==> config.mk <==
export PLATFORM = sky130hd
export DESIGN_NAME = cache_top
export DESIGN_NICKNAME = d
export VERILOG_FILES = /design/src/logic/cache_pkg.sv /design/src/logic/cache_line.sv /design/src/logic/replace_controller.sv /design/src/logic/cache_set.sv /design/src/logic/cache_controller.sv /design/src/logic/cache_top.sv
export SDC_FILE = /design/constraint.sdc
export NUM_CORES = 2
export LEC_CHECK = 0
export ABC_AREA = 1
export BUFFER_PORTS_ARGS = -buffer_cell sky130_fd_sc_hd__buf_2
export CAP_MARGIN = 5
export CORE_MARGIN = 2
export CORE_UTILIZATION = 45
export DETAILED_ROUTE_END_ITERATION = 16
export PLACE_DENSITY_LB_ADDON = 0.2
export SLEW_MARGIN = 20
export SYNTH_ARGS = -nofsm -noshare
export SYNTH_HDL_FRONTEND = slang
export SYNTH_SLANG_ARGS = --single-unit
==> constraint.sdc <==
create_clock -name clk_i -period 11.2 [get_ports clk_i]
set_clock_uncertainty 0.05 [all_clocks]
set_input_delay 1.68 -clock clk_i [delete_from_list [all_inputs] [get_ports clk_i]]
set_output_delay 1.68 -clock clk_i [all_outputs]
set_load 0.05 [all_outputs]
==> src/logic/cache_pkg.sv <==
package cache_pkg;

  // Processor and memory bus widths.
  localparam int ADDR_WIDTH = 32;
  localparam int DATA_WIDTH = 32;

  // Byte address bits inside one data word.
  localparam int BYTE_OFFSET_WIDTH = $clog2(DATA_WIDTH / 8);

  typedef logic [DATA_WIDTH-1:0] word_t;
  typedef logic [ADDR_WIDTH-1:0] addr_t;

  // {write enable, set valid, set dirty, strategy enable, offset select}.
  typedef logic [4:0] ctrl_t;

  typedef enum logic [1:0] {
    REPL_FIFO,
    REPL_LRU,
    REPL_RANDOM
  } replace_mode_e;

  typedef enum logic [2:0] {
    ST_IDLE,
    ST_COMPARE,
    ST_WRITEBACK,
    ST_REFILL,
    ST_DONE
  } cache_state_e;

endpackage : cache_pkg

==> src/logic/cache_line.sv <==
`timescale 1ns/1ps

module cache_line #(
  parameter int  NUM_SETS     = 4,
  parameter int  OFFSET_WIDTH = 4,
  localparam int INDEX_WIDTH  = $clog2(NUM_SETS),
  localparam int TAG_WIDTH    = cache_pkg::ADDR_WIDTH - INDEX_WIDTH - OFFSET_WIDTH,
  localparam int WORD_BITS    = OFFSET_WIDTH - cache_pkg::BYTE_OFFSET_WIDTH
) (
  input  logic                 clk_i,
  input  logic                 rst_n_i,
  input  logic                 write_en_i,
  input  logic                 set_valid_i,
  input  logic                 set_dirty_i,
  input  logic [TAG_WIDTH-1:0] set_tag_i,
  input  logic [WORD_BITS-1:0] offset_i,
  input  cache_pkg::word_t     write_data_i,
  output logic                 valid_o,
  output logic                 dirty_o,
  output logic [TAG_WIDTH-1:0] tag_o,
  output logic                 hit_o,
  output cache_pkg::word_t     read_data_o
);

  localparam int WORDS = 2 ** WORD_BITS;

  logic                 valid_q;
  logic                 dirty_q;
  logic [TAG_WIDTH-1:0] tag_q;
  cache_pkg::word_t     data_q [WORDS];

  // Line state bits.
  always_ff @(posedge clk_i or negedge rst_n_i) begin
    if (!rst_n_i) begin
      valid_q <= 1'b0;
      dirty_q <= 1'b0;
    end else if (write_en_i) begin
      valid_q <= set_valid_i;
      dirty_q <= set_dirty_i; // Refill writes clear it again.
    end
  end

  always_ff @(posedge clk_i) begin
    if (write_en_i) begin
      tag_q            <= set_tag_i;
      data_q[offset_i] <= write_data_i;
    end
  end

  assign valid_o     = valid_q;
  assign dirty_o     = dirty_q;
  assign tag_o       = tag_q;
  assign hit_o       = valid_q && (tag_q == set_tag_i);
  assign read_data_o = data_q[offset_i]; // Asynchronous word read.

endmodule : cache_line

==> src/logic/replace_controller.sv <==
`timescale 1ns/1ps

module replace_controller #(
  parameter int                       SET_SIZE     = 2,
  parameter cache_pkg::replace_mode_e REPLACE_MODE = cache_pkg::REPL_LRU
) (
  input  logic                clk_i,
  input  logic                rst_n_i,
  input  logic                en_i,
  input  logic [SET_SIZE-1:0] valid_line_i,
  input  logic [SET_SIZE-1:0] hit_line_i,
  output logic [SET_SIZE-1:0] out_line_o
);

  localparam int SEL_WIDTH = (SET_SIZE > 1) ? $clog2(SET_SIZE) : 1;

  logic [SEL_WIDTH-1:0] fifo_ptr_q;
  logic [SEL_WIDTH-1:0] age_q [SET_SIZE];
  logic [15:0]          lfsr_q;
  logic [SEL_WIDTH-1:0] hit_idx;
  logic [SEL_WIDTH-1:0] oldest_idx;
  logic [SEL_WIDTH-1:0] invalid_idx;
  logic                 any_invalid;
  logic [SEL_WIDTH-1:0] policy_idx;

  // Walk downward so the lowest matching way wins.
  always_comb begin
    hit_idx     = '0;
    oldest_idx  = '0;
    invalid_idx = '0;
    any_invalid = 1'b0;
    for (int i = SET_SIZE - 1; i >= 0; i--) begin
      if (hit_line_i[i]) hit_idx = SEL_WIDTH'(i);
      if (age_q[i] == SEL_WIDTH'(SET_SIZE - 1)) oldest_idx = SEL_WIDTH'(i);
      if (!valid_line_i[i]) begin
        any_invalid = 1'b1;
        invalid_idx = SEL_WIDTH'(i);
      end
    end
  end

  always_comb begin
    case (REPLACE_MODE)
      cache_pkg::REPL_FIFO: policy_idx = fifo_ptr_q;
      cache_pkg::REPL_LRU:  policy_idx = oldest_idx;
      default:              policy_idx = SEL_WIDTH'(lfsr_q % SET_SIZE);
    endcase
  end

  assign out_line_o = SET_SIZE'(1) << (any_invalid ? invalid_idx : policy_idx);

  // Pointer moves on once the way it names has been refilled and used.
  always_ff @(posedge clk_i or negedge rst_n_i) begin
    if (!rst_n_i) begin
      fifo_ptr_q <= '0;
    end else if (en_i && hit_line_i[fifo_ptr_q]) begin
      fifo_ptr_q <= (fifo_ptr_q == SEL_WIDTH'(SET_SIZE - 1)) ? '0 : fifo_ptr_q + 1'b1;
    end
  end

  // Ages form a permutation, 0 is most recent.
  always_ff @(posedge clk_i or negedge rst_n_i) begin
    if (!rst_n_i) begin
      for (int i = 0; i < SET_SIZE; i++) age_q[i] <= SEL_WIDTH'(i);
    end else if (en_i && |hit_line_i) begin
      for (int i = 0; i < SET_SIZE; i++) begin
        if (SEL_WIDTH'(i) == hit_idx) age_q[i] <= '0;
        else if (age_q[i] < age_q[hit_idx]) age_q[i] <= age_q[i] + 1'b1;
      end
    end
  end

  always_ff @(posedge clk_i or negedge rst_n_i) begin
    if (!rst_n_i) begin
      lfsr_q <= 16'hace1;
    end else if (en_i) begin // Steps only on accesses, victim holds through a miss.
      lfsr_q <= {lfsr_q[14:0], lfsr_q[15] ^ lfsr_q[13] ^ lfsr_q[12] ^ lfsr_q[10]};
    end
  end

endmodule : replace_controller

==> src/logic/cache_set.sv <==
`timescale 1ns/1ps

module cache_set #(
  parameter int                       SET_SIZE     = 2,
  parameter int                       NUM_SETS     = 4,
  parameter int                       OFFSET_WIDTH = 4,
  parameter cache_pkg::replace_mode_e REPLACE_MODE = cache_pkg::REPL_LRU,
  localparam int INDEX_WIDTH = $clog2(NUM_SETS),
  localparam int TAG_WIDTH   = cache_pkg::ADDR_WIDTH - INDEX_WIDTH - OFFSET_WIDTH,
  localparam int WORD_BITS   = OFFSET_WIDTH - cache_pkg::BYTE_OFFSET_WIDTH
) (
  input  logic                 clk_i,
  input  logic                 rst_n_i,
  input  cache_pkg::ctrl_t     control_i,
  input  cache_pkg::addr_t     addr_i,
  input  cache_pkg::word_t     write_data_i,
  input  cache_pkg::addr_t     mem_addr_i,
  input  cache_pkg::word_t     mem_read_data_i,
  output logic                 hit_o,
  output logic                 dirty_o,
  output logic [TAG_WIDTH-1:0] tag_o,
  output cache_pkg::word_t     read_data_o
);

  logic write_en, set_valid, set_dirty, strategy_en, offset_sel;

  logic [SET_SIZE-1:0]  write_en_line;
  logic [SET_SIZE-1:0]  valid_line, dirty_line, hit_line, out_line;
  logic [SET_SIZE-1:0]  mask;
  logic [TAG_WIDTH-1:0] tag_line [SET_SIZE];
  cache_pkg::word_t     read_data_line [SET_SIZE];

  logic [TAG_WIDTH-1:0] set_tag;
  logic [WORD_BITS-1:0] offset;
  cache_pkg::word_t     write_data;

  assign {write_en, set_valid, set_dirty, strategy_en, offset_sel} = control_i;

  assign set_tag    = addr_i[cache_pkg::ADDR_WIDTH-1 -: TAG_WIDTH];
  assign offset     = offset_sel ? addr_i[OFFSET_WIDTH-1 -: WORD_BITS]
                                 : mem_addr_i[OFFSET_WIDTH-1 -: WORD_BITS];
  assign write_data = offset_sel ? write_data_i : mem_read_data_i;

  assign hit_o         = |hit_line;
  assign mask          = hit_o ? hit_line : out_line; // Victim way on a miss.
  assign write_en_line = write_en ? mask : '0;

  always_comb begin
    dirty_o     = 1'b0;
    tag_o       = '0;
    read_data_o = '0;
    for (int i = 0; i < SET_SIZE; i++) begin
      if (mask[i]) begin
        dirty_o     = dirty_line[i];
        tag_o       = tag_line[i];
        read_data_o = read_data_line[i];
      end
    end
  end

  replace_controller #(
    .SET_SIZE    (SET_SIZE),
    .REPLACE_MODE(REPLACE_MODE)
  ) u_replace_controller (
    .clk_i,
    .rst_n_i,
    .en_i        (strategy_en),
    .valid_line_i(valid_line),
    .hit_line_i  (hit_line),
    .out_line_o  (out_line)
  );

  for (genvar w = 0; w < SET_SIZE; w++) begin : g_line
    cache_line #(
      .NUM_SETS    (NUM_SETS),
      .OFFSET_WIDTH(OFFSET_WIDTH)
    ) u_line (
      .clk_i,
      .rst_n_i,
      .write_en_i  (write_en_line[w]),
      .set_valid_i (set_valid),
      .set_dirty_i (set_dirty),
      .set_tag_i   (set_tag),
      .offset_i    (offset),
      .write_data_i(write_data),
      .valid_o     (valid_line[w]),
      .dirty_o     (dirty_line[w]),
      .tag_o       (tag_line[w]),
      .hit_o       (hit_line[w]),
      .read_data_o (read_data_line[w])
    );
  end

endmodule : cache_set

==> src/logic/cache_controller.sv <==
`timescale 1ns/1ps

module cache_controller #(
  parameter int  NUM_SETS     = 4,
  parameter int  OFFSET_WIDTH = 4,
  localparam int INDEX_WIDTH  = $clog2(NUM_SETS),
  localparam int TAG_WIDTH    = cache_pkg::ADDR_WIDTH - INDEX_WIDTH - OFFSET_WIDTH,
  localparam int WORD_BITS    = OFFSET_WIDTH - cache_pkg::BYTE_OFFSET_WIDTH
) (
  input  logic                 clk_i,
  input  logic                 rst_n_i,
  input  logic                 req_i,
  input  logic                 we_i,
  input  cache_pkg::addr_t     addr_i,
  input  logic                 hit_i,
  input  logic                 dirty_i,
  input  logic [TAG_WIDTH-1:0] tag_i,
  input  logic                 mem_ack_i,
  output cache_pkg::ctrl_t     control_o,
  output logic                 mem_req_o,
  output logic                 mem_we_o,
  output cache_pkg::addr_t     mem_addr_o,
  output logic                 done_o
);

  // Control words, fields as in cache_pkg::ctrl_t.
  localparam cache_pkg::ctrl_t CTRL_WRITE_HIT = 5'b11111;
  localparam cache_pkg::ctrl_t CTRL_READ_HIT  = 5'b00010;
  localparam cache_pkg::ctrl_t CTRL_REFILL    = 5'b11000;

  cache_pkg::cache_state_e state_q, state_d;
  logic [WORD_BITS-1:0]    cnt_q, cnt_d;
  logic [TAG_WIDTH-1:0]    mem_tag;
  logic [WORD_BITS-1:0]    mem_word;
  logic                    last_word;

  assign last_word = (cnt_q == {WORD_BITS{1'b1}});

  always_ff @(posedge clk_i or negedge rst_n_i) begin
    if (!rst_n_i) begin
      state_q <= cache_pkg::ST_IDLE;
      cnt_q   <= '0;
    end else begin
      state_q <= state_d;
      cnt_q   <= cnt_d;
    end
  end

  always_comb begin
    state_d   = state_q;
    cnt_d     = cnt_q;
    control_o = '0;
    case (state_q)
      cache_pkg::ST_IDLE: begin
        if (req_i) state_d = cache_pkg::ST_COMPARE;
      end
      cache_pkg::ST_COMPARE: begin
        cnt_d = '0;
        if (hit_i) begin
          control_o = we_i ? CTRL_WRITE_HIT : CTRL_READ_HIT;
          state_d   = cache_pkg::ST_DONE;
        end else if (dirty_i) begin
          state_d = cache_pkg::ST_WRITEBACK; // Victim must go out first.
        end else begin
          state_d = cache_pkg::ST_REFILL;
        end
      end
      cache_pkg::ST_WRITEBACK: begin
        if (mem_ack_i) begin
          cnt_d = cnt_q + 1'b1; // Wraps to 0 for the refill.
          if (last_word) state_d = cache_pkg::ST_REFILL;
        end
      end
      cache_pkg::ST_REFILL: begin
        if (mem_ack_i) begin
          control_o = CTRL_REFILL;
          cnt_d     = cnt_q + 1'b1;
          if (last_word) state_d = cache_pkg::ST_COMPARE;
        end
      end
      cache_pkg::ST_DONE: begin
        state_d = cache_pkg::ST_IDLE;
      end
      default: begin
        state_d = cache_pkg::ST_IDLE;
      end
    endcase
  end

  // Write-back goes to the victim's address, refill to the requested one.
  assign mem_tag = (state_q == cache_pkg::ST_WRITEBACK) ? tag_i
                 : addr_i[cache_pkg::ADDR_WIDTH-1 -: TAG_WIDTH];

  // Outside memory transfers the word field follows the processor address.
  assign mem_word = mem_req_o ? cnt_q : addr_i[OFFSET_WIDTH-1 -: WORD_BITS];

  assign mem_addr_o = {mem_tag, addr_i[OFFSET_WIDTH +: INDEX_WIDTH], mem_word,
                       {cache_pkg::BYTE_OFFSET_WIDTH{1'b0}}};

  assign mem_req_o = (state_q == cache_pkg::ST_WRITEBACK) || (state_q == cache_pkg::ST_REFILL);
  assign mem_we_o  = (state_q == cache_pkg::ST_WRITEBACK);
  assign done_o    = (state_q == cache_pkg::ST_DONE);

endmodule : cache_controller

==> src/logic/cache_top.sv <==
`timescale 1ns/1ps

module cache_top #(
  parameter int                       SET_SIZE     = 2,
  parameter int                       NUM_SETS     = 4,
  parameter int                       OFFSET_WIDTH = 4,
  parameter cache_pkg::replace_mode_e REPLACE_MODE = cache_pkg::REPL_LRU,
  localparam int INDEX_WIDTH = $clog2(NUM_SETS),
  localparam int TAG_WIDTH   = cache_pkg::ADDR_WIDTH - INDEX_WIDTH - OFFSET_WIDTH
) (
  input  logic             clk_i,
  input  logic             rst_n_i,
  input  logic             req_i,
  input  logic             we_i,
  input  cache_pkg::addr_t addr_i,
  input  cache_pkg::word_t wdata_i,
  input  cache_pkg::word_t mem_rdata_i,
  input  logic             mem_ack_i,
  output logic             done_o,
  output cache_pkg::word_t rdata_o,
  output logic             mem_req_o,
  output logic             mem_we_o,
  output cache_pkg::addr_t mem_addr_o,
  output cache_pkg::word_t mem_wdata_o
);

  cache_pkg::ctrl_t       control;
  cache_pkg::ctrl_t       set_control [NUM_SETS];
  logic [INDEX_WIDTH-1:0] index;
  logic [NUM_SETS-1:0]    set_hit, set_dirty;
  logic [TAG_WIDTH-1:0]   set_tag [NUM_SETS];
  cache_pkg::word_t       set_rdata [NUM_SETS];

  assign index = addr_i[OFFSET_WIDTH +: INDEX_WIDTH];

  for (genvar s = 0; s < NUM_SETS; s++) begin : g_set
    assign set_control[s] = (index == INDEX_WIDTH'(s)) ? control : '0; // Only the indexed set acts.

    cache_set #(
      .SET_SIZE    (SET_SIZE),
      .NUM_SETS    (NUM_SETS),
      .OFFSET_WIDTH(OFFSET_WIDTH),
      .REPLACE_MODE(REPLACE_MODE)
    ) u_set (
      .clk_i,
      .rst_n_i,
      .control_i      (set_control[s]),
      .addr_i         (addr_i),
      .write_data_i   (wdata_i),
      .mem_addr_i     (mem_addr_o),
      .mem_read_data_i(mem_rdata_i),
      .hit_o          (set_hit[s]),
      .dirty_o        (set_dirty[s]),
      .tag_o          (set_tag[s]),
      .read_data_o    (set_rdata[s])
    );
  end

  cache_controller #(
    .NUM_SETS    (NUM_SETS),
    .OFFSET_WIDTH(OFFSET_WIDTH)
  ) u_controller (
    .clk_i,
    .rst_n_i,
    .req_i,
    .we_i,
    .addr_i,
    .hit_i     (set_hit[index]),
    .dirty_i   (set_dirty[index]),
    .tag_i     (set_tag[index]),
    .mem_ack_i,
    .control_o (control),
    .mem_req_o,
    .mem_we_o,
    .mem_addr_o,
    .done_o
  );

  assign rdata_o     = set_rdata[index];
  assign mem_wdata_o = set_rdata[index]; // Victim word during write-back.

endmodule : cache_top

==> reports/results.tsv <==
metric	value	unit
synth_edf_count	1232	
cp-start-kind	input port	
grt_pass1_wl	260	mm
core_area	121000	um^2
relSlewSlack	25.8	%
via_per_inst	5.85	
numPortBuffers	195	
io_pins	200	
clock_latency	0.78	ns
ctsLongestPathBuffers	3	
most-common-layout-cells	nand2_1 (1270), edfxtp_1 (1232), nor2_1 (324)	
grt.total_usage	29.2	%
cap_viol_max_count	0	
h-tree-depth	4	
row_count	128	
drive_above_1_share	10.8	%
status	completed	
cp_max_fo	40	
cts_resized	0	
async_flop_share	2.30	%
synth_cells	4814	
antenna_found_initial	19	
leakagePower	21.8	nW
tns	0	ns
clk_pin_slew	0.06	ns
setup_viol	0	
dr.first_iter.drc_count	4969	
tightest_slew	1.11	ns
critPathRequiredTime	9.47	ns
synthToLayoutAreaGrowth	11.6	%
postCtsSetupBuffers	0	
wl	185	mm
ctsRootBufferMaster	clkbuf_16	
die_x	353	um
synth_cell_type_count	47	
grt-ovfl-total	0	
dr.pass1.iters	12	
cts-buffers-inserted	135	
wl_per_cell	27.7	um
finalNonFillerCells	6667	
p_per_area	216	nW/um^2
grt_pass1_vias	36500	
ant_nets	0	
grt_max_degree	167	
initial_utilization	45.2	%
final_common_cell	nand2_1	
hold_viol	0	
slew_viol_final	0	
avgSynthCellArea	11.4	um^2
ys_warn_count	0	
syn-cell-area	54900	um^2
worstHoldPathType	reg -> reg	
fmax	128	MHz
cp-end-kind	primary output	
dp_hpwl	109	mm
clock-sinks	1261	
synth_ff_type	edfxtp_1	
via_count	39000	
ys_seq_area_share	68.7	%
nets	5036	
fillers	10800	
place_inst	6422	
hold_buffers	0	
post-route-min-period	7.82	ns
rsz0062_at_grt	no	
crit_type	in -> out	
place_congestion	1.03	
drc	0	
synth_seq_cells	1261	
cts_tree	built	
die_area	125000	um^2
die_h	353	um
peakVddDrop	0.265	mV
period_share	69.8	%
critPathArrivalTime	6.09	ns
-- final cells by class --
class | count | area, um^2 | area share [%]
Inverter | 324 | 1240 | 2.02
Timing Repair Buffer | 262 | 1530 | 2.50
Sequential cell | 1261 | 37700 | 61.6
Antenna cell | 8 | 20.0 | 0.0327
Multi-Input combinational cell | 2950 | 14600 | 23.9
Clock inverter | 60 | 464 | 0.757
Clock buffer | 177 | 3620 | 5.91
Tap cell | 1625 | 2030 | 3.32
-- worst max-delay path, cell delays in order --
cell	delay, ns
buf_2	0.10
buf_4	0.22
inv_1	0.59
nor2_1	0.09
nor2_1	0.11
nand2_1	0.06
nor2_1	0.10
nand2_1	0.07
nor2_2	0.33
nand2_2	0.16
nand2_4	0.41
buf_4	0.76
o21ai_0	0.14
o21ai_0	0.30
nor3_1	0.12
nor2_1	0.36
buf_2	0.36
-- synthesized netlist by cell type, types with 18 or more instances --
| cell type | count | share of area (%) |
|---|---|---|
| inv_2 | 25 | 0.17 |
| buf_6 | 29 | 0.59 |
| buf_4 | 58 | 0.79 |
| nand4_1 | 265 | 3.0 |
| nor2_1 | 363 | 2.5 |
| inv_1 | 294 | 2.0 |
| nor3_1 | 24 | 0.22 |
| o211ai_1 | 69 | 0.94 |
| clkbuf_1 | 72 | 0.49 |
| nand2_1 | 1273 | 8.7 |
| xnor2_1 | 71 | 1.1 |
| a31oi_1 | 18 | 0.21 |
| a22oi_1 | 195 | 2.7 |
| edfxtp_1 | 1232 | 67 |
| buf_2 | 108 | 0.98 |
| nand3_1 | 175 | 1.6 |
| o221ai_1 | 21 | 0.33 |
| o21ai_0 | 163 | 1.5 |
| a21oi_1 | 224 | 2.0 |
| dfrtp_1 | 25 | 1.1 |
-- logic make-up (layout without fill, tap and decap cells) --
group / count (synthesis) / count (layout) / share of synthesized area, %
and+or+nand+nor: 2149 / 2149 / 16.8
DFF: 1261 / 1261 / 68.7
AOI/OAI and AO/OA: 724 / 724 / 8.13
buffers and inverters: 604 / 823 / 5.18
xor gates and xnor gates: 74 / 74 / 1.18
adders and majority gates: 1 / 1 / 0.0228
other: 1 / 10 / 0.00683
-- where the power goes --
part           internal, mW  switching (mW)
registers              5.29          0.0329
clock network          2.33            1.86
logic                 0.867            2.86
-- routing by layer --
layer | track usage (%) | wire length (um) | share of wire (%) | vias to the layer above
met5 | 0 | 115 | 0.062 | -
met2 | 45.3 | 83400 | 45 | 2180
li1 | - | - | - | 17300
met4 | 14.3 | 9880 | 5.4 | 20
met3 | 6.04 | 18900 | 10 | 452
met1 | 39.2 | 72300 | 39 | 19000
-- state kept, by name, indices dropped and copies added, names as in the netlist --
| name | count |
|---|---|
| g_set.u_set.g_line.u_line.data_q | 1024 |
| g_set.u_set.g_line.u_line.tag_o | 208 |
| g_set.u_set.g_line.u_line.dirty_o | 8 |
| g_set.u_set.g_line.u_line.valid_o | 8 |
| g_set.u_set.u_replace_controller.age_q | 8 |
| u_controller.state_q | 3 |
| u_controller.cnt_q | 2 |
-- worst paths after layout --
check / start / to / slack, ns / cells past startpoint
max: addr_i[31] / mem_addr_o[24] / 3.38 / 17
min: g_set[3].u_set.g_line[0].u_line.dirty_o / g_set[3].u_set.g_line[0].u_line.dirty_o / 0.42 / 2
max reg2reg: g_set[2].u_set.g_line[1].u_line.valid_o / g_set[2].u_set.g_line[1].u_line.data_q[3][19] / 5.53 / 12
min reg2reg: g_set[3].u_set.g_line[0].u_line.dirty_o / g_set[3].u_set.g_line[0].u_line.dirty_o / 0.42 / 2
max in group asynchronous: rst_n_i / g_set[2].u_set.g_line[1].u_line.valid_o / 9.69 / 1
min in group asynchronous: rst_n_i / u_controller.cnt_q[0] / 0.91 / 1
-- stage by stage --
step | area (um^2) | utilization (%) | setup WS, ns | hold WS (ns) | power [mW]
final | 61300 | 50.5 | 3.38 | 0.418 | 13.2
after global routing | 61300 | 50.5 | 3.27 | 0.446 | 13.7
after CTS | 61300 | 50.5 | 3.44 | 0.418 | 13.3
after detailed placement | 57200 | 47.1 | 3.45 | 0.403 | 9.12
after global placement | 57200 | 47.1 | 3.49 | 0.403 | 9.10
after floorplan | 54900 | - | 5.32 | 0.383 | 8.06
Power figures use the tool's default switching activity.
